**src/hw/nd120_io_cfg.svh**
```systemverilog
////////////////////////////////////////
// Fixed board straps and timer constants
////////////////////////////////////////
`ifndef ND120_IO_CFG_SVH
`define ND120_IO_CFG_SVH

// Print version 011 is board revision D
`define ND120_PRINT_VERSION 3'b011

// Strap 9 down to strap 5
// A fitted strap pulls its bit low
`define ND120_STRAPS 5'b00101

// ALD boot switch, 4 loads from paper tape at 400
`define ND120_ALD_SWITCH 4'b0100

// Clock cycles per RTC tick, short for simulation
`define ND120_RTC_DIVIDE 16'd40

// Wishbone word address width
`define ND120_ADDR_W 3

`endif

```
**src/hw/nd120_io_pkg.sv**
```systemverilog
////////////////////////////////////////
// Shared types of the ND120 I/O block
// Imported by the bus FSM and register blocks
////////////////////////////////////////
package nd120_io_pkg;

  // Bus FSM states
  typedef enum logic [1:0] {
    IDLE    = 2'd0,  // Waiting for cyc and stb
    ACK     = 2'd1,  // Single ack cycle
    TX_WAIT = 2'd2   // Held off by a full transmitter
  } io_state_e;

  // Decoded register operations
  // Word address 0 IOC, 1 ALD, 2 INR, 3 TXD, 4 RXD, 5 status
  typedef enum logic [2:0] {
    NONE    = 3'd0,  // Unused address or wrong direction
    WR_IOC  = 3'd1,
    RD_IOC  = 3'd2,
    RD_ALD  = 3'd3,  // Straps, print version, boot switch
    RD_INR  = 3'd4,  // External input lines
    WR_TXD  = 3'd5,  // Terminal #1 transmit character
    RD_RXD  = 3'd6,  // Terminal #1 receive character
    RD_STAT = 3'd7   // Terminal #1 flags
  } io_op_e;

  // IOC control register, bit 7 first
  typedef struct packed {
    logic rtc_reset;    // Restart real-time clock
    logic scons_n;      // Terminal #1 as console
    logic led_red_n;    // Master clear enable, red LED
    logic led_green_n;  // Init done, green LED
    logic clk_int_req;  // Clock interrupt from trap handler
    logic en_tx_int;    // Level 10 enable
    logic en_rx_int;    // Level 12 enable
    logic en_clk_int;   // Level 13 enable
  } ioc_t;

endpackage

```
**src/hw/io_strobe_if.sv**
```systemverilog
////////////////////////////////////////
// Register operation from bus FSM to data blocks
////////////////////////////////////////
`timescale 1ns/1ps

interface io_strobe_if;
  import nd120_io_pkg::*;

  io_op_e      op;          // Decoded operation
  logic [15:0] wdata;       // Write data from the master
  logic        strobe;      // One cycle, update edge
  logic [15:0] reg_rdata;   // IOC, ALD, INR readback
  logic [15:0] term_rdata;  // Terminal readback
  logic        tx_full;     // Transmit holding register busy

  // Bus FSM side
  modport ctrl (
    output op, wdata, strobe,
    input  reg_rdata, term_rdata, tx_full
  );

  // IOC register block
  modport regs (
    input  op, wdata, strobe,
    output reg_rdata
  );

  // Terminal #1 buffers
  modport term (
    input  op, wdata, strobe,
    output term_rdata, tx_full
  );

endinterface

```
**src/hw/io_bus_fsm.sv**
```systemverilog
////////////////////////////////////////
// Wishbone classic slave for the I/O block
// Decodes word addresses into register strobes
////////////////////////////////////////
`timescale 1ns/1ps
`include "nd120_io_cfg.svh"

module io_bus_fsm (
  input  logic                     clk,
  input  logic                     reset,
  input  logic                     wb_cyc,
  input  logic                     wb_stb,
  input  logic                     wb_we,
  input  logic [`ND120_ADDR_W-1:0] wb_adr,
  input  logic [15:0]              wb_dat_w,
  output logic [15:0]              wb_dat_r,
  output logic                     wb_ack,
  io_strobe_if.ctrl                bus
);
  import nd120_io_pkg::*;

  io_state_e state;
  io_state_e state_nxt;
  logic      req;       // Master cycle active
  logic      tx_hold;   // Transmit write must wait

  assign req = wb_cyc & wb_stb;

  // Address decode, master holds adr and we until ack
  always_comb begin
    bus.op = NONE;
    if (req) begin
      case (wb_adr)
        3'd0:    bus.op = wb_we ? WR_IOC : RD_IOC;
        3'd1:    bus.op = wb_we ? NONE : RD_ALD;   // Read only
        3'd2:    bus.op = wb_we ? NONE : RD_INR;
        3'd3:    bus.op = wb_we ? WR_TXD : NONE;   // Write only
        3'd4:    bus.op = wb_we ? NONE : RD_RXD;
        3'd5:    bus.op = wb_we ? NONE : RD_STAT;
        default: bus.op = NONE;                    // Reads as zero
      endcase
    end
  end

  assign bus.wdata = wb_dat_w;
  assign tx_hold   = (bus.op == WR_TXD) & bus.tx_full;

  // Next state and strobe
  always_comb begin
    state_nxt  = state;
    bus.strobe = 1'b0;
    case (state)
      IDLE: begin
        if (req) begin
          if (tx_hold) begin
            state_nxt = TX_WAIT;  // No strobe yet
          end else begin
            bus.strobe = 1'b1;    // Update at the edge that raises ack
            state_nxt  = ACK;
          end
        end
      end
      TX_WAIT: begin
        if (!req) begin
          state_nxt = IDLE;       // Master gave up
        end else if (!bus.tx_full) begin
          bus.strobe = 1'b1;
          state_nxt  = ACK;
        end
      end
      ACK:     state_nxt = IDLE;  // Master drops stb next cycle
      default: state_nxt = IDLE;
    endcase
  end

  always_ff @(posedge clk) begin
    if (reset) state <= IDLE;
    else       state <= state_nxt;
  end

  assign wb_ack = (state == ACK);  // Exactly one cycle

  // Readback select, valid while ack is high
  always_comb begin
    case (bus.op)
      RD_IOC, RD_ALD, RD_INR: wb_dat_r = bus.reg_rdata;
      RD_RXD, RD_STAT:        wb_dat_r = bus.term_rdata;
      default:                wb_dat_r = 16'h0000;
    endcase
  end

endmodule

```
**src/hw/rtc_timer.sv**
```systemverilog
////////////////////////////////////////
// Real-time-clock tick divider
// Sets a sticky pending flag every divide period
////////////////////////////////////////
`timescale 1ns/1ps
`include "nd120_io_cfg.svh"

module rtc_timer (
  input  logic clk,
  input  logic reset,
  input  logic rtc_clear,    // IOC write with rtc_reset
  output logic rtc_pending   // Tick seen and not yet cleared
);

  localparam logic [15:0] RELOAD = `ND120_RTC_DIVIDE - 16'd1;  // Terminal count lands on the Nth edge

  logic [15:0] cnt;        // Down counter

  always_ff @(posedge clk) begin
    if (reset) begin
      cnt         <= RELOAD;
      rtc_pending <= 1'b0;
    end else if (rtc_clear) begin
      cnt         <= RELOAD;   // Restart the period
      rtc_pending <= 1'b0;
    end else if (cnt == 16'd0) begin
      cnt         <= RELOAD;   // Free running
      rtc_pending <= 1'b1;     // Sticky until cleared
    end else begin
      cnt <= cnt - 16'd1;
    end
  end

endmodule

```
**src/hw/io_reg.sv**
```systemverilog
////////////////////////////////////////
// IOC register, ALD and INR readback
// Also forms the three interrupt requests
////////////////////////////////////////
`timescale 1ns/1ps
`include "nd120_io_cfg.svh"

module io_reg (
  input  logic               clk,
  input  logic               reset,
  io_strobe_if.regs          bus,
  input  logic [7:0]         inr,          // External input lines
  input  logic               cx_n,         // Console switch
  input  logic               tbmt,         // Transmit buffer empty
  input  logic               da,           // Receive data available
  input  logic               rtc_pending,
  output nd120_io_pkg::ioc_t ioc,
  output logic               rtc_clear,    // Restart RTC
  output logic               bint10_n,
  output logic               bint12_n,
  output logic               bint13_n
);
  import nd120_io_pkg::*;

  localparam logic [4:0] STRAPS = `ND120_STRAPS;  // Strap 9 in bit 4

  logic        ioc_wr;
  logic [15:0] ald;

  assign ioc_wr = bus.strobe & (bus.op == WR_IOC);

  always_ff @(posedge clk) begin
    if (reset) begin
      ioc <= '0;           // LEDs on, console off, no enables
    end else if (ioc_wr) begin
      ioc <= ioc_t'(bus.wdata[7:0]);
    end
  end

  // Pulses with the write while bit 7 itself stays in the register
  assign rtc_clear = ioc_wr & bus.wdata[7];

  // ALD word
  assign ald = {
    3'b111,                    // Pulled high
    STRAPS[0],                 // Strap 5
    STRAPS[1], STRAPS[2],      // Straps 6, 7
    STRAPS[3], STRAPS[4],      // Straps 8, 9
    cx_n,
    `ND120_PRINT_VERSION,
    `ND120_ALD_SWITCH          // Boot selection
  };

  always_comb begin
    case (bus.op)
      RD_IOC:  bus.reg_rdata = {8'h00, ioc};
      RD_ALD:  bus.reg_rdata = ald;
      RD_INR:  bus.reg_rdata = {8'h00, inr};
      default: bus.reg_rdata = 16'h0000;
    endcase
  end

  // Level 10 on transmitter empty
  assign bint10_n = ~(ioc.en_tx_int & tbmt);

  // Level 12 on receive in console mode only
  assign bint12_n = ~(ioc.scons_n & ioc.en_rx_int & da);

  // Level 13 on software request or RTC tick
  assign bint13_n = ~(ioc.en_clk_int & (ioc.clk_int_req | rtc_pending));

endmodule

```
**src/hw/term_buffer.sv**
```systemverilog
////////////////////////////////////////
// Terminal #1 transmit and receive holding registers
////////////////////////////////////////
`timescale 1ns/1ps

module term_buffer (
  input  logic       clk,
  input  logic       reset,
  io_strobe_if.term  bus,
  input  logic [7:0] rx_data,
  input  logic       rx_valid,   // One character per pulse
  output logic [7:0] tx_data,
  output logic       tx_valid,
  input  logic       tx_ready,   // Sink takes tx_data
  output logic       tbmt,       // Transmit buffer empty
  output logic       da          // Data available
);
  import nd120_io_pkg::*;

  logic [7:0] tx_hold;
  logic [7:0] rx_hold;
  logic       tx_full;

  // Transmit side
  always_ff @(posedge clk) begin
    if (bus.strobe && (bus.op == WR_TXD)) begin
      tx_hold <= bus.wdata[7:0];
    end
  end

  always_ff @(posedge clk) begin
    if (reset) begin
      tx_full <= 1'b0;
    end else if (bus.strobe && (bus.op == WR_TXD)) begin
      tx_full <= 1'b1;
    end else if (tx_ready) begin
      tx_full <= 1'b0;        // Character taken
    end
  end

  assign tx_data     = tx_hold;
  assign tx_valid    = tx_full;
  assign tbmt        = ~tx_full;
  assign bus.tx_full = tx_full;   // Back-pressure to the bus FSM

  // Receive side
  always_ff @(posedge clk) begin
    if (rx_valid) rx_hold <= rx_data;
  end

  always_ff @(posedge clk) begin
    if (reset) begin
      da <= 1'b0;
    end else if (rx_valid) begin
      da <= 1'b1;             // New character wins over a read
    end else if (bus.strobe && (bus.op == RD_RXD)) begin
      da <= 1'b0;
    end
  end

  always_comb begin
    case (bus.op)
      RD_RXD:  bus.term_rdata = {8'h00, rx_hold};
      RD_STAT: bus.term_rdata = {14'd0, da, tbmt};
      default: bus.term_rdata = 16'h0000;
    endcase
  end

endmodule

```
**src/hw/nd120_io.sv**
```systemverilog
////////////////////////////////////////
// ND120 I/O register block, Wishbone top
// Plain ports for board and bus connection
////////////////////////////////////////
`timescale 1ns/1ps

module nd120_io (
  input  logic        clk,
  input  logic        reset,
  input  logic        wb_cyc,
  input  logic        wb_stb,
  input  logic        wb_we,
  input  logic [2:0]  wb_adr,     // Word address
  input  logic [15:0] wb_dat_w,
  output logic [15:0] wb_dat_r,
  output logic        wb_ack,
  input  logic [7:0]  inr,
  input  logic        cx_n,
  input  logic [7:0]  rx_data,
  input  logic        rx_valid,
  output logic [7:0]  tx_data,
  output logic        tx_valid,
  input  logic        tx_ready,
  output logic        bint10_n,
  output logic        bint12_n,
  output logic        bint13_n,
  output logic        console_n,
  output logic        emcl_n,
  output logic [1:0]  ioled       // 0 red, 1 green
);
  import nd120_io_pkg::*;

  io_strobe_if bus ();

  ioc_t ioc;
  logic rtc_clear;
  logic rtc_pending;
  logic tbmt;
  logic da;

  io_bus_fsm io_bus_fsm_i (
    .clk      (clk),
    .reset    (reset),
    .wb_cyc   (wb_cyc),
    .wb_stb   (wb_stb),
    .wb_we    (wb_we),
    .wb_adr   (wb_adr),
    .wb_dat_w (wb_dat_w),
    .wb_dat_r (wb_dat_r),
    .wb_ack   (wb_ack),
    .bus      (bus.ctrl)
  );

  rtc_timer rtc_timer_i (
    .clk         (clk),
    .reset       (reset),
    .rtc_clear   (rtc_clear),
    .rtc_pending (rtc_pending)
  );

  io_reg io_reg_i (
    .clk         (clk),
    .reset       (reset),
    .bus         (bus.regs),
    .inr         (inr),
    .cx_n        (cx_n),
    .tbmt        (tbmt),
    .da          (da),
    .rtc_pending (rtc_pending),
    .ioc         (ioc),
    .rtc_clear   (rtc_clear),
    .bint10_n    (bint10_n),
    .bint12_n    (bint12_n),
    .bint13_n    (bint13_n)
  );

  term_buffer term_buffer_i (
    .clk      (clk),
    .reset    (reset),
    .bus      (bus.term),
    .rx_data  (rx_data),
    .rx_valid (rx_valid),
    .tx_data  (tx_data),
    .tx_valid (tx_valid),
    .tx_ready (tx_ready),
    .tbmt     (tbmt),
    .da       (da)
  );

  // Panel and console lines straight from the IOC
  assign console_n = ioc.scons_n;
  assign emcl_n    = ioc.led_red_n;                    // Red LED doubles as master clear
  assign ioled     = {ioc.led_green_n, ioc.led_red_n};

endmodule

```
**config.mk**
```make
export PLATFORM = sky130hd
export DESIGN_NAME = nd120_io
export DESIGN_NICKNAME = d
export VERILOG_FILES = /design/src/hw/nd120_io_pkg.sv /design/src/hw/io_strobe_if.sv /design/src/hw/io_bus_fsm.sv /design/src/hw/rtc_timer.sv /design/src/hw/io_reg.sv /design/src/hw/term_buffer.sv /design/src/hw/nd120_io.sv
export VERILOG_INCLUDE_DIRS = /design/src /design/src/hw
export SDC_FILE = /design/constraint.sdc
export NUM_CORES = 1
export LEC_CHECK = 0
export ABC_AREA = 0
export BUFFER_PORTS_ARGS = -buffer_cell sky130_fd_sc_hd__buf_2
export CAP_MARGIN = 20
export CORE_MARGIN = 2
export CORE_UTILIZATION = 45
export DETAILED_ROUTE_END_ITERATION = 6
export MAX_ROUTING_LAYER = met4
export PLACE_DENSITY = 0.79
export SYNTH_ARGS = -nofsm -noshare
export SYNTH_HDL_FRONTEND = slang
export SYNTH_SLANG_ARGS = --single-unit
export TNS_END_PERCENT = 5
```
**constraint.sdc**
```tcl
create_clock -name clk -period 6 [get_ports clk]
set_input_delay 0.6 -clock clk [delete_from_list [all_inputs] [get_ports clk]]
set_output_delay 0.6 -clock clk [all_outputs]
set_load 0.02 [all_outputs]
```
; Yosys cells after proc, flatten, opt, wreduce, memory -nomap -nowiden
; Index checks and enable logic that the tools add are counted.
[word_totals]
regBits = 45
output_inout_bits = 33
in_bits = 43
[op_classes]
add_sub_neg = 1
eq_ne = 16
reduce_logical = 12
muxes = 25
n_bitwise = 13
[op_table]
columns = operator, count
row1 = $pmux 16 s3, 1
row2 = $pmux 16 s2, 1
row3 = $eq 3x3->1 const B, 6
row4 = $pmux 3 s6, 1
row5 = $logic_not 16->1, 1
row6 = $pmux 8 s2, 1
row7 = $sub 16x1->16 const B, 1
row8 = $mux 3, 5
row9 = $eq 3x2->1 const B, 4
row10 = $mux 2, 6
row11 = $and 1x1->1, 8
row12 = $mux 1, 8
row13 = $eq 3x1->1 const B, 2
row14 = $reduce_or 3->1, 2
row15 = $not 1->1, 4
row16 = $pmux 2 s2, 1
row17 = $reduce_bool 2->1, 2
row18 = $reduce_or 2->1, 2
row19 = $logic_not 3->1, 1
row20 = $ne 3x3->1 const B, 1
row21 = $eq 2x1->1 const B, 1
row22 = $eq 2x2->1 const B, 1
row23 = $logic_and 1x1->1, 2
row24 = $logic_not 2->1, 1
row25 = other kinds (4), 4

; Longest topological paths before layout
; Gate-level depths: netlist of run 1.
[logic_depth]
word_depth = 11
ltp_mapped = 8
mapped_depth_nobuf = 6

; By module
; A second synthesis of run 1 with hierarchy kept.
[hier_totals]
cells_unflattened = 259
hier_area_um2 = 2682.6
[modules_own_cells]
columns = mod, cells_per_inst, seq_area_each_um2, area_each_um2, n_inst
row1 = rtc_timer, 79, 340.3, 807.0, 1
row2 = term_buffer, 48, 520.5, 729.4, 1
row3 = io_reg, 74, 160.2, 629.4, 1
row4 = io_bus_fsm, 57, 40.0, 509.2, 1
row5 = nd120_io, 1, 0.0, 7.5, 1

; Least setup slack after synthesis of run 1
; Ideal clock, no wire load.
[synth_path]
kind = input-to-output
startpoint = input wb_adr[2]
endpoint = output wb_dat_r[4]
arrival_time_ns = 1.743
path_buffers = 1
path_stages = 5
slack_ns = 3.657
required_ns = 5.400
path_cell_list = clkbuf_1 -> nand4b_1 -> nor3_1 -> a22oi_1 -> nand2_1
[synth_between]
elab_chain_cells = 6
[synth_lines]
columns = item, line
row1 = from (decl), nd120_io.sv:13  ; input logic [2:0] wb_adr,
row2 = "$eq 3x3->1, or another cell as far along", io_bus_fsm.sv:33  ; case (wb_adr)
row3 = $pmux 3 s6 (*), io_bus_fsm.sv:33
row4 = $mux 3 (*), io_bus_fsm.sv:32  ; if (req) begin
row5 = "$eq 3x3->1, or another cell as far along", "io_bus_fsm.sv:85, io_reg.sv:55"
row6 = "$pmux 16 s3, or another cell as far along", io_reg.sv:55  ; case (bus.op)
row7 = $pmux 16 s2 (*), io_bus_fsm.sv:85  ; case (bus.op)
row8 = to (decl), nd120_io.sv:15  ; output logic [15:0] wb_dat_r,
; Mark *: on every way between the ends. The rest lies on a longest branch, timed or not.

; Worst setup path after layout of run 1
; Ends and elaborated chain as after synthesis.

==> summary.md, run 1 <==
* finished clean — run status
* 4451 µm — WL final
* 0 — number of buffers inserted for hold repair after clock tree synthesis
* 1.037 nW — leakage
* 0.9384 — routability cong.
* 2 — CTS max path bufs
* 122 — initial detailed-routing violation count
* 0 — count of synthesis-stage warnings from yosys
* 0 — antenna violations before repair
* 0.3742 GHz — upper clock frequency limit
* 10.00 µm² — per-instance average area after synthesis
* 20.08% — area added between synthesis and finish
* 0 — count of final hold-check violations
* 1564 — via count of the first global-routing pass
* 0 — post-CTS sizing
* 0 — DRT antenna net count
* 0.31 ns — clock latency on the worst-skew pair
* 321 — non-filler instance count after layout
* 5.442 — vias per cell
* 0 — DRC violation count after routing
* 312 — final net count
* 0.08 ns — clock input transition at the sequential cells of the worst setup and hold paths
* sky130_fd_sc_hd__nor3_1 — master of the slowest instance on the critical path
* 72 µm — Die Height
* 13.87 µm — final routed wire length divided by cell count
* 3.328 ns — setup ws final
* 72 µm — die width
* 0.4782 ns — final hold slack
* sky130_fd_sc_hd__dfxtp_1 28%, sky130_fd_sc_hd__edfxtp_1 23%, sky130_fd_sc_hd__mux2i_1 5.3%, sky130_fd_sc_hd__buf_4 3.6%, sky130_fd_sc_hd__nor2_1 3.2% — top area cells in the synthesized netlist
* 5 — number of buffers added by the clock tree synthesis step
* 7300 µm — first-pass GRT wire length
* no — unrepaired setup endpoints after global routing
* 226.5 nW/µm² — power per unit of standard cell area
* 4 — first-pass iteration count of the detailed router
* 0 — Final Max Tran Viols
* 2081 µm² — cell area after synthesis
* 2 — number of buffers and inverters on the critical path
* 208 — cell count after synthesis
* 56.60% — post-layout utilization of the core
* 3398 µm — total half-perimeter wirelength after legalization and detailed placement
* 50.99% — register area share after synthesis
* simple AND/OR/NAND/NOR gates — cell family contributing the most delay on the critical path
* 12 — critical path peak fanout
* 5184 µm² — die area
* 76 — IO Count
* 2399 µm² — cell area after placement
* 29 x sky130_fd_sc_hd__dfxtp_1, 18 x sky130_fd_sc_hd__nor2_1, 16 x sky130_fd_sc_hd__edfxtp_1 — commonest cells in the netlist
* 0.1790 mV — Peak VDD IR
* 4414 µm² — floorplan core area
* 44 — Synth cell types
* 17 — pin count of the biggest net entering global routing
* buf_2 > nand4b_1 > nor3_1 > a22oi_1 > nand2_1 > buf_2 — critical path cell sequence
* sky130_fd_sc_hd__buf_2 — most frequent cell on the critical path
* sky130_fd_sc_hd__dfxtp_1 — post-synthesis cell type with the largest combined area
* 47.14% — initial core utilization
* 0% — Async S/R FF share, synth
* in -> out — WS Path Type
* 31.23% — share of final-layout standard cells stronger than drive strength 1
* 2.672 ns — Final min period
* 27.90% — share of the synthesized area in the top cell type
* 0.01338 ns — clock skew
* 1747 — number of vias after detailed routing
* 44.54% — final cycle utilization of the critical path
* 3.60 ns — setup slack of the worst register-to-register path
* 45 — flop and latch count out of synthesis
* 64 — number of buffer cells added on primary ports
* 0 — diode insertion count for antenna repair
* 2499 µm² — final instance area
* primary input — kind of start point of the critical path
* 24 — Std-Cell Rows
* 0 ns — post-route setup TNS
* in -> reg — path class of the lowest-slack min-delay path
* 5.40 ns — Worst Path Required
* 312 — Cells after DPL
* 2.07 ns — Data arrival, critical path
* sky130_fd_sc_hd__clkbuf_8 — cell at the root of the clock tree
* 18.56% — gr usage total
* sky130_fd_sc_hd__dfxtp_1 — most common cell in the synthesized netlist
* 0 — final setup violation count
* 0 — GR Overflow Total
* sky130_fd_sc_hd__dfxtp_1 — leading register cell type out of synthesis
* 3.360 ns — Placement Setup Slack
* 393 — fillcell total
* 16 — EDFF count, synth
* 45 — clock tree sinks
* 0.7290 ns — slew at the pin with the worst max-slew slack
* 0 — post-CTS repair timing setup buffer count
* yes — clock tree from TritonCTS
* 0.59 ns — crit-path max cell delay
* 2 — number of H-tree levels
* 51.03% — worst rel slew slack
* output port — Worst Setup End Kind
* 0 — number of max-cap violations
* 566.0 µW — Total Power
cells in the final DEF (no fill, tap or decap), types with 2 or more instances in the layout:
cell type,instances
sky130_fd_sc_hd__buf_2,64
sky130_fd_sc_hd__dfxtp_1,29
sky130_fd_sc_hd__nor2_1,18
sky130_fd_sc_hd__edfxtp_1,16
sky130_fd_sc_hd__nand2_1,13
sky130_fd_sc_hd__o21ai_0,12
sky130_fd_sc_hd__mux2i_1,11
sky130_fd_sc_hd__a21oi_1,8
sky130_fd_sc_hd__nor3_1,7
sky130_fd_sc_hd__inv_1,7
sky130_fd_sc_hd__nor2b_1,5
sky130_fd_sc_hd__nand2b_1,5
sky130_fd_sc_hd__nor4_1,5
sky130_fd_sc_hd__or3_1,5
sky130_fd_sc_hd__clkbuf_8,5
sky130_fd_sc_hd__nand3_1,4
sky130_fd_sc_hd__xnor2_1,4
sky130_fd_sc_hd__or2_2,4
sky130_fd_sc_hd__a22oi_1,3
sky130_fd_sc_hd__a22o_1,3
sky130_fd_sc_hd__nand3b_1,3
sky130_fd_sc_hd__o21a_1,3
sky130_fd_sc_hd__xor2_1,3
sky130_fd_sc_hd__conb_1,3
sky130_fd_sc_hd__o221ai_1,2
sky130_fd_sc_hd__or4_4,2
sky130_fd_sc_hd__or4_1,2
sky130_fd_sc_hd__o31ai_1,2
sky130_fd_sc_hd__inv_6,2
sky130_fd_sc_hd__buf_4,2
logic make-up after synthesis:
kind of cell,Yosys count,share of synthesized area (%)
xor gates and xnor gates,7,2.947
and+or+nand+nor,80,21.17
DFF,45,50.99
adders and majority gates,1,0.6012
AOI/OAI and AO/OA,41,12.99
buffers and inverters,22,5.833
other,1,0.1802
muxes,11,5.292
per-layer routing:
layer | track usage [%] | wire length [µm] | vias up | part of all wire, %
met5 | - | 0 | - | 0
met4 | 6.499 | 44 | 0 | 0.99
met3 | 4.167 | 277 | 4 | 6.2
met2 | 29.53 | 2199 | 68 | 49
met1 | 23.40 | 1928 | 813 | 43
li1 | - | - | 862 | -
where the power goes:
group / switching, mW / total, mW / internal [mW]
clock: 0.109 / 0.194 / 0.0852
combinational: 0.0263 / 0.0446 / 0.0184
sequential: 0.00428 / 0.327 / 0.323
worst paths after layout:
| check | startpoint | end | cells past startpoint |
|---|---|---|---|
| setup / recovery | wb_adr[2] | wb_dat_r[4] | 6 |
| hold / removal | rx_data[2] | term_buffer_i.rx_hold[2] | 1 |
| setup reg to reg | rtc_timer_i.cnt[0] | rtc_timer_i.cnt[5] | 6 |
| hold reg to reg | rtc_timer_i.rtc_pending | rtc_timer_i.rtc_pending | 1 |
sequential cells by signal, summed over array words and instances, names as in the netlist:
signal,flops
term_buffer_i.tx_data,8
term_buffer_i.bus.tx_full,1
io_bus_fsm_i.state,2
rtc_timer_i.cnt,16
io_reg_i.ioc,8
term_buffer_i.rx_hold,8
term_buffer_i.da,1
rtc_timer_i.rtc_pending,1
worst reg2reg max path, stage by stage, from the launching register on:
cell	delay (ns)
sky130_fd_sc_hd__dfxtp_1	0.34
sky130_fd_sc_hd__inv_1	0.08
sky130_fd_sc_hd__ha_1	0.20
sky130_fd_sc_hd__or4b_1	0.60
sky130_fd_sc_hd__nor4_1	0.51
sky130_fd_sc_hd__a211o_1	0.44
sky130_fd_sc_hd__or3b_2	0.20
cell type report:
cell class                      count  area (µm²)  share of cell area, %
Sequential cell                    45        1061                  42.46
Clock buffer                        5       68.82                  2.754
Tap cell                           52       65.06                  2.604
Multi-Input combinational cell    143       918.4                  36.76
Timing Repair Buffer               66       335.3                  13.42
Clock inverter                      3       23.77                 0.9514
Inverter                            7       26.28                  1.052
No activity file was read; power rests on OpenSTA's default activity.
==> run 2: changes to the inputs <==
--- a/config.mk
+++ b/config.mk
@@ -10,10 +10,10 @@
 export BUFFER_PORTS_ARGS = -buffer_cell sky130_fd_sc_hd__buf_2
 export CAP_MARGIN = 20
 export CORE_MARGIN = 2
-export CORE_UTILIZATION = 45
+export CORE_UTILIZATION = 44
 export DETAILED_ROUTE_END_ITERATION = 6
 export MAX_ROUTING_LAYER = met4
-export PLACE_DENSITY = 0.79
+export PLACE_DENSITY = 0.8
 export SYNTH_ARGS = -nofsm -noshare
 export SYNTH_HDL_FRONTEND = slang
 export SYNTH_SLANG_ARGS = --single-unit
==> constraint.sdc (replaced) <==
create_clock -name clk -period 2.4 [get_ports clk]
set_input_delay 0.24 -clock clk [delete_from_list [all_inputs] [get_ports clk]]
set_output_delay 0.24 -clock clk [all_outputs]
set_load 0.02 [all_outputs]
==> summary.md, run 2 (synthesis gave the netlist of run 1 again) <==
* in -> reg — path class of the lowest-slack min-delay path
* 64 — number of buffer cells added on primary ports, unchanged
* 0 — number of max-cap violations, unchanged
* 0 — post-CTS repair timing setup buffer count, unchanged
* 0 — final setup violation count, unchanged
* 13 — critical path peak fanout, +1
* 15 — pin count of the biggest net entering global routing, -2
* 0 — GR Overflow Total, unchanged
* 78 — initial detailed-routing violation count, -36%
* 1659 — via count of the first global-routing pass, +6.1%
* 1768 — number of vias after detailed routing, +1.2%
* rtc_timer_i.cnt — largest register by flop count
* 0.6362 ns — slew at the pin with the worst max-slew slack, -0.09275 ns
* 0 — diode insertion count for antenna repair, unchanged
* 4.558% — GRT met3 Usage, +0.39 points
* 76 — IO Count, unchanged
* 4 — first-pass iteration count of the detailed router, unchanged
* 29.80% — global-route track usage on met2, +0.27 points
* met2 — most used routing layer
* 4629 µm² — floorplan core area, +4.9%
* 18.38% — gr usage total, -0.18 points
* 0 — DRC violation count after routing, unchanged
* 5.407 — vias per cell, -0.65%
* 0.4803 GHz — upper clock frequency limit
* finished clean — run status
* 31.50% — share of final-layout standard cells stronger than drive strength 1, +0.28 points
* 438 — fillcell total, +11%
* 64 x sky130_fd_sc_hd__buf_2, 29 x sky130_fd_sc_hd__dfxtp_1, 18 x sky130_fd_sc_hd__nor2_1 — commonest cells after routing, fill and taps aside
* 2.082 ns — Final min period
* 0 — post-CTS sizing, unchanged
* 0.008691 ns — clock skew, -0.004686 ns
* 4566 µm — WL final, +2.6%
* 0.08 ns — clock input transition at the sequential cells of the worst setup and hold paths, about the same
* 72.77 µm — Die Height, +1.1%
* 7376 µm — first-pass GRT wire length, +1.0%
* 2 — CTS max path bufs, unchanged
* 44.95% — initial core utilization, -2.2 points
* yes — clock tree from TritonCTS
* sky130_fd_sc_hd__or3b_2 — master of the slowest instance on the critical path
* 542.1 nW/µm² — power per unit of standard cell area, +140%
* no — unrepaired setup endpoints after global routing
* 54.76% — post-layout utilization of the core, -1.8 points
* rtc_timer_i.cnt[0] — launching instance or port of the critical path
* rtc_timer_i.cnt[0] — startpoint of the lowest-slack register-to-register path
* 23.14% — met1 usage, -0.27 points
* 16 — flip-flop count of the largest register after layout, unchanged
* 316 — final net count, +1.3%
* 0.45 ns — crit-path max cell delay, -0.14 ns
* 2 — number of H-tree levels, unchanged
* flip-flop — Worst Setup End Kind
* 2.58 ns — Worst Path Required, -2.82 ns
* 0 — count of final hold-check violations, unchanged
* 1.050 nW — leakage, +1.3%
* reg -> reg — WS Path Type
* 0 — DRT antenna net count, unchanged
* 25 — Std-Cell Rows, +4.2%
* 3546 µm — total half-perimeter wirelength after legalization and detailed placement, +4.4%
* 0 ns — post-route setup TNS, unchanged
* 0 — antenna violations before repair, unchanged
* 0.8992 — routability cong., -4.2%
* 2.26 ns — Data arrival, critical path, +0.19 ns
* inv_1 > ha_1 > or4b_1 > nor4_1 > buf_4 > a211o_1 > buf_12 > or3b_2 — critical path cell sequence
* sky130_fd_sc_hd__clkbuf_8 — cell at the root of the clock tree
* 21.83% — area added between synthesis and finish
* 0 — Final Max Tran Viols, unchanged
* 0.29 ns — clock latency on the worst-skew pair, -0.02 ns
* 13.96 µm — final routed wire length divided by cell count, +0.70%
* 45 — clock tree sinks, unchanged
* 72.77 µm — die width, +1.1%
* rx_data[2] — startpoint of the lowest-slack hold path
* 86.75% — final cycle utilization of the critical path
* 5295 µm² — die area, +2.1%
* 57.26% — worst rel slew slack, +6.2 points
* 0.3546 mV — Peak VDD IR, +98%
* 5 — number of buffers added by the clock tree synthesis step, unchanged
* 0 — number of buffers inserted for hold repair after clock tree synthesis, unchanged
* flip-flop — kind of start point of the critical path
* sky130_fd_sc_hd__buf_2 — leading cell type in the layout, fill and taps excluded
==> run 2: changes by cell type in the layout (fill, tap and decap cells not counted), sizes merged <==
| cell | delta |
|---|---|
| buf | +4 |
| clkbuf | +2 |
| clkinvlp | +1 |
| inv | -3 |
==> run 2: where the power goes <==
group	total, mW	switching, mW	internal, mW	leakage (nW)
registers	0.819	0.0110	0.808	0.385
logic	0.116	0.0668	0.0495	0.627
clock network	0.439	0.233	0.206	0.0385
total	1.37	0.311	1.06	1.05
==> run 2: critical path, delay by kind of cell (launching register included) <==
kind | cells | cell delay, ns
flops | 1 | 0.37
compound gates | 1 | 0.29
fa+ha+maj | 1 | 0.24
simple gates | 3 | 0.70
buf+inv | 3 | 0.36
==> run 2: routing by layer <==
| metal | up-vias | wire, µm |
|---|---|---|
| met3 | 5 | 255 |
| li1 | 868 | - |
| met4 | 0 | 35 |
| met5 | - | 0 |
| met1 | 832 | 2054 |
| met2 | 63 | 2219 |
==> run 2: area by class of cell <==
| class | count | area [µm²] | share of cell area [%] |
|---|---|---|---|
| flip-flops and latches | 45 | 1061 | 41.86 |
| multi-input cells | 143 | 918.4 | 36.23 |
| repair buffers | 70 | 377.9 | 14.91 |
| clock buffers | 7 | 76.32 | 3.011 |
| well taps | 54 | 67.56 | 2.665 |
| inverters | 7 | 26.28 | 1.037 |
| clock inverters | 1 | 7.507 | 0.2962 |
==> run 2: path summary, 6_finish.rpt <==
path	endpoint	slack [ns]	depth (start not counted)
hold / removal	term_buffer_i.rx_hold[2]	0.13	1
setup / recovery	rtc_timer_i.cnt[5]	0.32	8
setup reg to reg	rtc_timer_i.cnt[5]	0.32	8
hold reg to reg	rtc_timer_i.cnt[13]	0.49	2
==> run 2: per-stage QoR <==
stage / setup slack (ns) / instance area (µm²) / std cells / power, mW / hold slack, ns
floorplan: 0.4364 / 2088 / 210 / 0.8970 / 0.3297
global placement: 0.3778 / 2451 / 319 / 0.9493 / 0.4171
detailed placement: 0.3300 / 2451 / 319 / 0.9520 / 0.4181
CTS: 0.3174 / 2535 / 327 / 1.392 / 0.1165
global route: 0.2456 / 2535 / 327 / 1.434 / 0.1129
finish: 0.3181 / 2535 / 327 / 1.374 / 0.1260
==> run 3: changes to the inputs <==
--- a/config.mk
+++ b/config.mk
@@ -14,6 +14,8 @@
 export DETAILED_ROUTE_END_ITERATION = 6
 export MAX_ROUTING_LAYER = met4
 export PLACE_DENSITY = 0.8
+export REMOVE_ABC_BUFFERS = 1
+export SETUP_SLACK_MARGIN = 0.1
 export SYNTH_ARGS = -nofsm -noshare
 export SYNTH_HDL_FRONTEND = slang
 export SYNTH_SLANG_ARGS = --single-unit
==> summary.md, run 3 (synthesis gave the netlist of run 1 again) <==
* 918.4 µm² — footprint of the multi-input gates, unchanged
* 2.089 ns — Final min period, +0.007227 ns
* flip-flop — Worst Setup End Kind
* 0 — GR Overflow Total, unchanged
* 22.91% — area added between synthesis and finish
* 578.7 nW/µm² — power per unit of standard cell area, +6.8%
* 5 — number of buffers added by the clock tree synthesis step, unchanged
* 0 — post-CTS repair timing setup buffer count, unchanged
* 64 — number of buffer cells added on primary ports, unchanged
* 327.4 µW — switching power total, +5.4%
* 0 — Final Max Tran Viols, unchanged
* 16 — flip-flop count of the largest register after layout, unchanged
* 1.069 nW — leakage, +1.8%
* 56.43% — worst rel slew slack, -0.83 points
* 2.27 ns — Data arrival, critical path, about the same
* 76 — IO Count, unchanged
* rtc_timer_i.cnt — largest register by flop count
* flip-flop — kind of start point of the critical path
* 55.4% — sequential fraction of design power, -4.2 points
* 72.77 µm — die width, unchanged
* 72.77 µm — Die Height, unchanged
* finished clean — run status
* 0 ns — post-route setup TNS, unchanged
* 22.12% — Switching Fraction, -0.48 points
* 1061 µm² — flip-flop and latch area, unchanged
* 0 — final setup violation count, unchanged
* yes — clock tree from TritonCTS
* 18.62% — gr usage total, +0.24 points
* 87.05% — final cycle utilization of the critical path, +0.30 points
* 36.9% — clock group share of total power, +5.0 points
* 44.95% — initial core utilization, unchanged
* 0.003563 ns — clock skew, -0.005128 ns
* 0.3445 mV — Peak VDD IR, -2.8%
* 114 — initial detailed-routing violation count, +46%
* 45 — clock tree sinks, unchanged
* 1648 — via count of the first global-routing pass, -0.66%
* 5.442 — vias per cell, +0.65%
* sky130_fd_sc_hd__or3b_2 — master of the slowest instance on the critical path
* 8 — Worst Reg-to-Reg Cells, unchanged
* 4 — first-pass iteration count of the detailed router, unchanged
* 0 — diode insertion count for antenna repair, unchanged
* 413 — fillcell total, -5.7%
* 0 — count of final hold-check violations, unchanged
* 2 — CTS max path bufs, unchanged
* 15 — pin count of the biggest net entering global routing, unchanged
* 0 — DRT antenna net count, unchanged
* 0.8654 — routability cong., -3.8%
* 1.480 mW — Total Power, +7.7%
* 55.24% — post-layout utilization of the core, +0.49 points
* 1785 — number of vias after detailed routing, +0.96%
* 1 — cell depth of the worst hold path, unchanged
* 0.30 ns — clock latency on the worst-skew pair, about the same
* 0.08 ns — clock input transition at the sequential cells of the worst setup and hold paths, about the same
* 7.7% — combinational fraction of design power, -0.8 points
* 0 — number of buffers inserted for hold repair after clock tree synthesis, unchanged
* 2.58 ns — Worst Path Required, about the same
* 3395 µm — total half-perimeter wirelength after legalization and detailed placement, -4.3%
* 4446 µm — WL final, -2.6%
* sky130_fd_sc_hd__buf_2 — leading cell type in the layout, fill and taps excluded
* 0 — antenna violations before repair, unchanged
* sky130_fd_sc_hd__buf_4 — most frequent cell on the critical path
* reg -> reg — WS Path Type
* 5295 µm² — die area, unchanged
* 7355 µm — first-pass GRT wire length, -0.28%
* 64 x sky130_fd_sc_hd__buf_2, 29 x sky130_fd_sc_hd__dfxtp_1, 18 x sky130_fd_sc_hd__nor2_1 — commonest cells after routing, fill and taps aside
* 13 — critical path peak fanout, unchanged
* inv_1 > ha_1 > or4b_1 > nor4_1 > buf_4 > a211o_1 > buf_4 > or3b_2 — critical path cell sequence
* 0 — number of max-cap violations, unchanged
* 32.12% — share of final-layout standard cells stronger than drive strength 1, +0.61 points
* sky130_fd_sc_hd__clkbuf_8 — cell at the root of the clock tree
* 13.55 µm — final routed wire length divided by cell count, -2.9%
* no — unrepaired setup endpoints after global routing
* 317 — final net count, +0.32%
* 4629 µm² — floorplan core area, unchanged
* 0 — DRC violation count after routing, unchanged
* in -> reg — path class of the lowest-slack min-delay path
* 0.46 ns — crit-path max cell delay, about the same
* 0 — post-CTS sizing, unchanged
* 2 — number of H-tree levels, unchanged
* 1.153 mW — design internal power, +8.4%
* 0.6486 ns — slew at the pin with the worst max-slew slack, +0.01232 ns
* 0.4787 GHz — upper clock frequency limit, -0.35%
* 25 — Std-Cell Rows, unchanged
## run 3: critical path: cells and delay by family (launching register included)
| kind | cells | cell delay [ns] |
|---|---|---|
| adders and majority gates | 1 | 0.23 |
| buffers and inverters | 3 | 0.39 |
| DFF | 1 | 0.38 |
| AOI/OAI and AO/OA | 1 | 0.25 |
| and+or+nand+nor | 3 | 0.71 |
## run 3: cell type report
class                           count  area share [%]
Clock buffer                        8           4.354
Inverter                            7           1.027
Multi-Input combinational cell    143           35.91
Sequential cell                    45           41.49
Tap cell                           54           2.642
Timing Repair Buffer               71           14.58
## run 3: per-stage QoR
step | cells | area [µm²] | hold slack, ns | setup slack, ns
CTS | 328 | 2557 | 0.1070 | 0.2956
global placement | 320 | 2446 | 0.4165 | 0.3619
finish | 328 | 2557 | 0.1122 | 0.3108
floorplan | 195 | 1993 | 0.3091 | -0.9848
detailed placement | 320 | 2446 | 0.4181 | 0.3164
global route | 328 | 2557 | 0.09843 | 0.2121
## run 3: worst paths after layout
check | slack (ns) | to | start
worst max-delay path | 0.31 | rtc_timer_i.cnt[5] | rtc_timer_i.cnt[0]
worst min-delay path | 0.11 | term_buffer_i.rx_hold[1] | rx_data[1]
worst max register to register | 0.31 | rtc_timer_i.cnt[5] | rtc_timer_i.cnt[0]
worst min register to register | 0.48 | rtc_timer_i.rtc_pending | rtc_timer_i.rtc_pending
## run 3: power by group through the flow
stage	Sequential (mW)	Combinational (mW)	Clock, mW
6_report	0.819	0.114	0.546
5_1_grt	0.822	0.126	0.598
4_1_cts	0.819	0.114	0.554
3_5_place_dp	0.837	0.113	0
3_3_place_gp	0.836	0.110	0
2_1_floorplan	0.835	0.0502	0
## run 3: per-layer routing
metal / GRT usage, % / vias to the layer above / share of wire [%]
met4: 7.819 / 0 / 2.1
met5: - / - / 0
li1: - / 874 / -
met2: 28.38 / 80 / 47
met3: 4.834 / 10 / 6.3
met1: 23.49 / 821 / 45
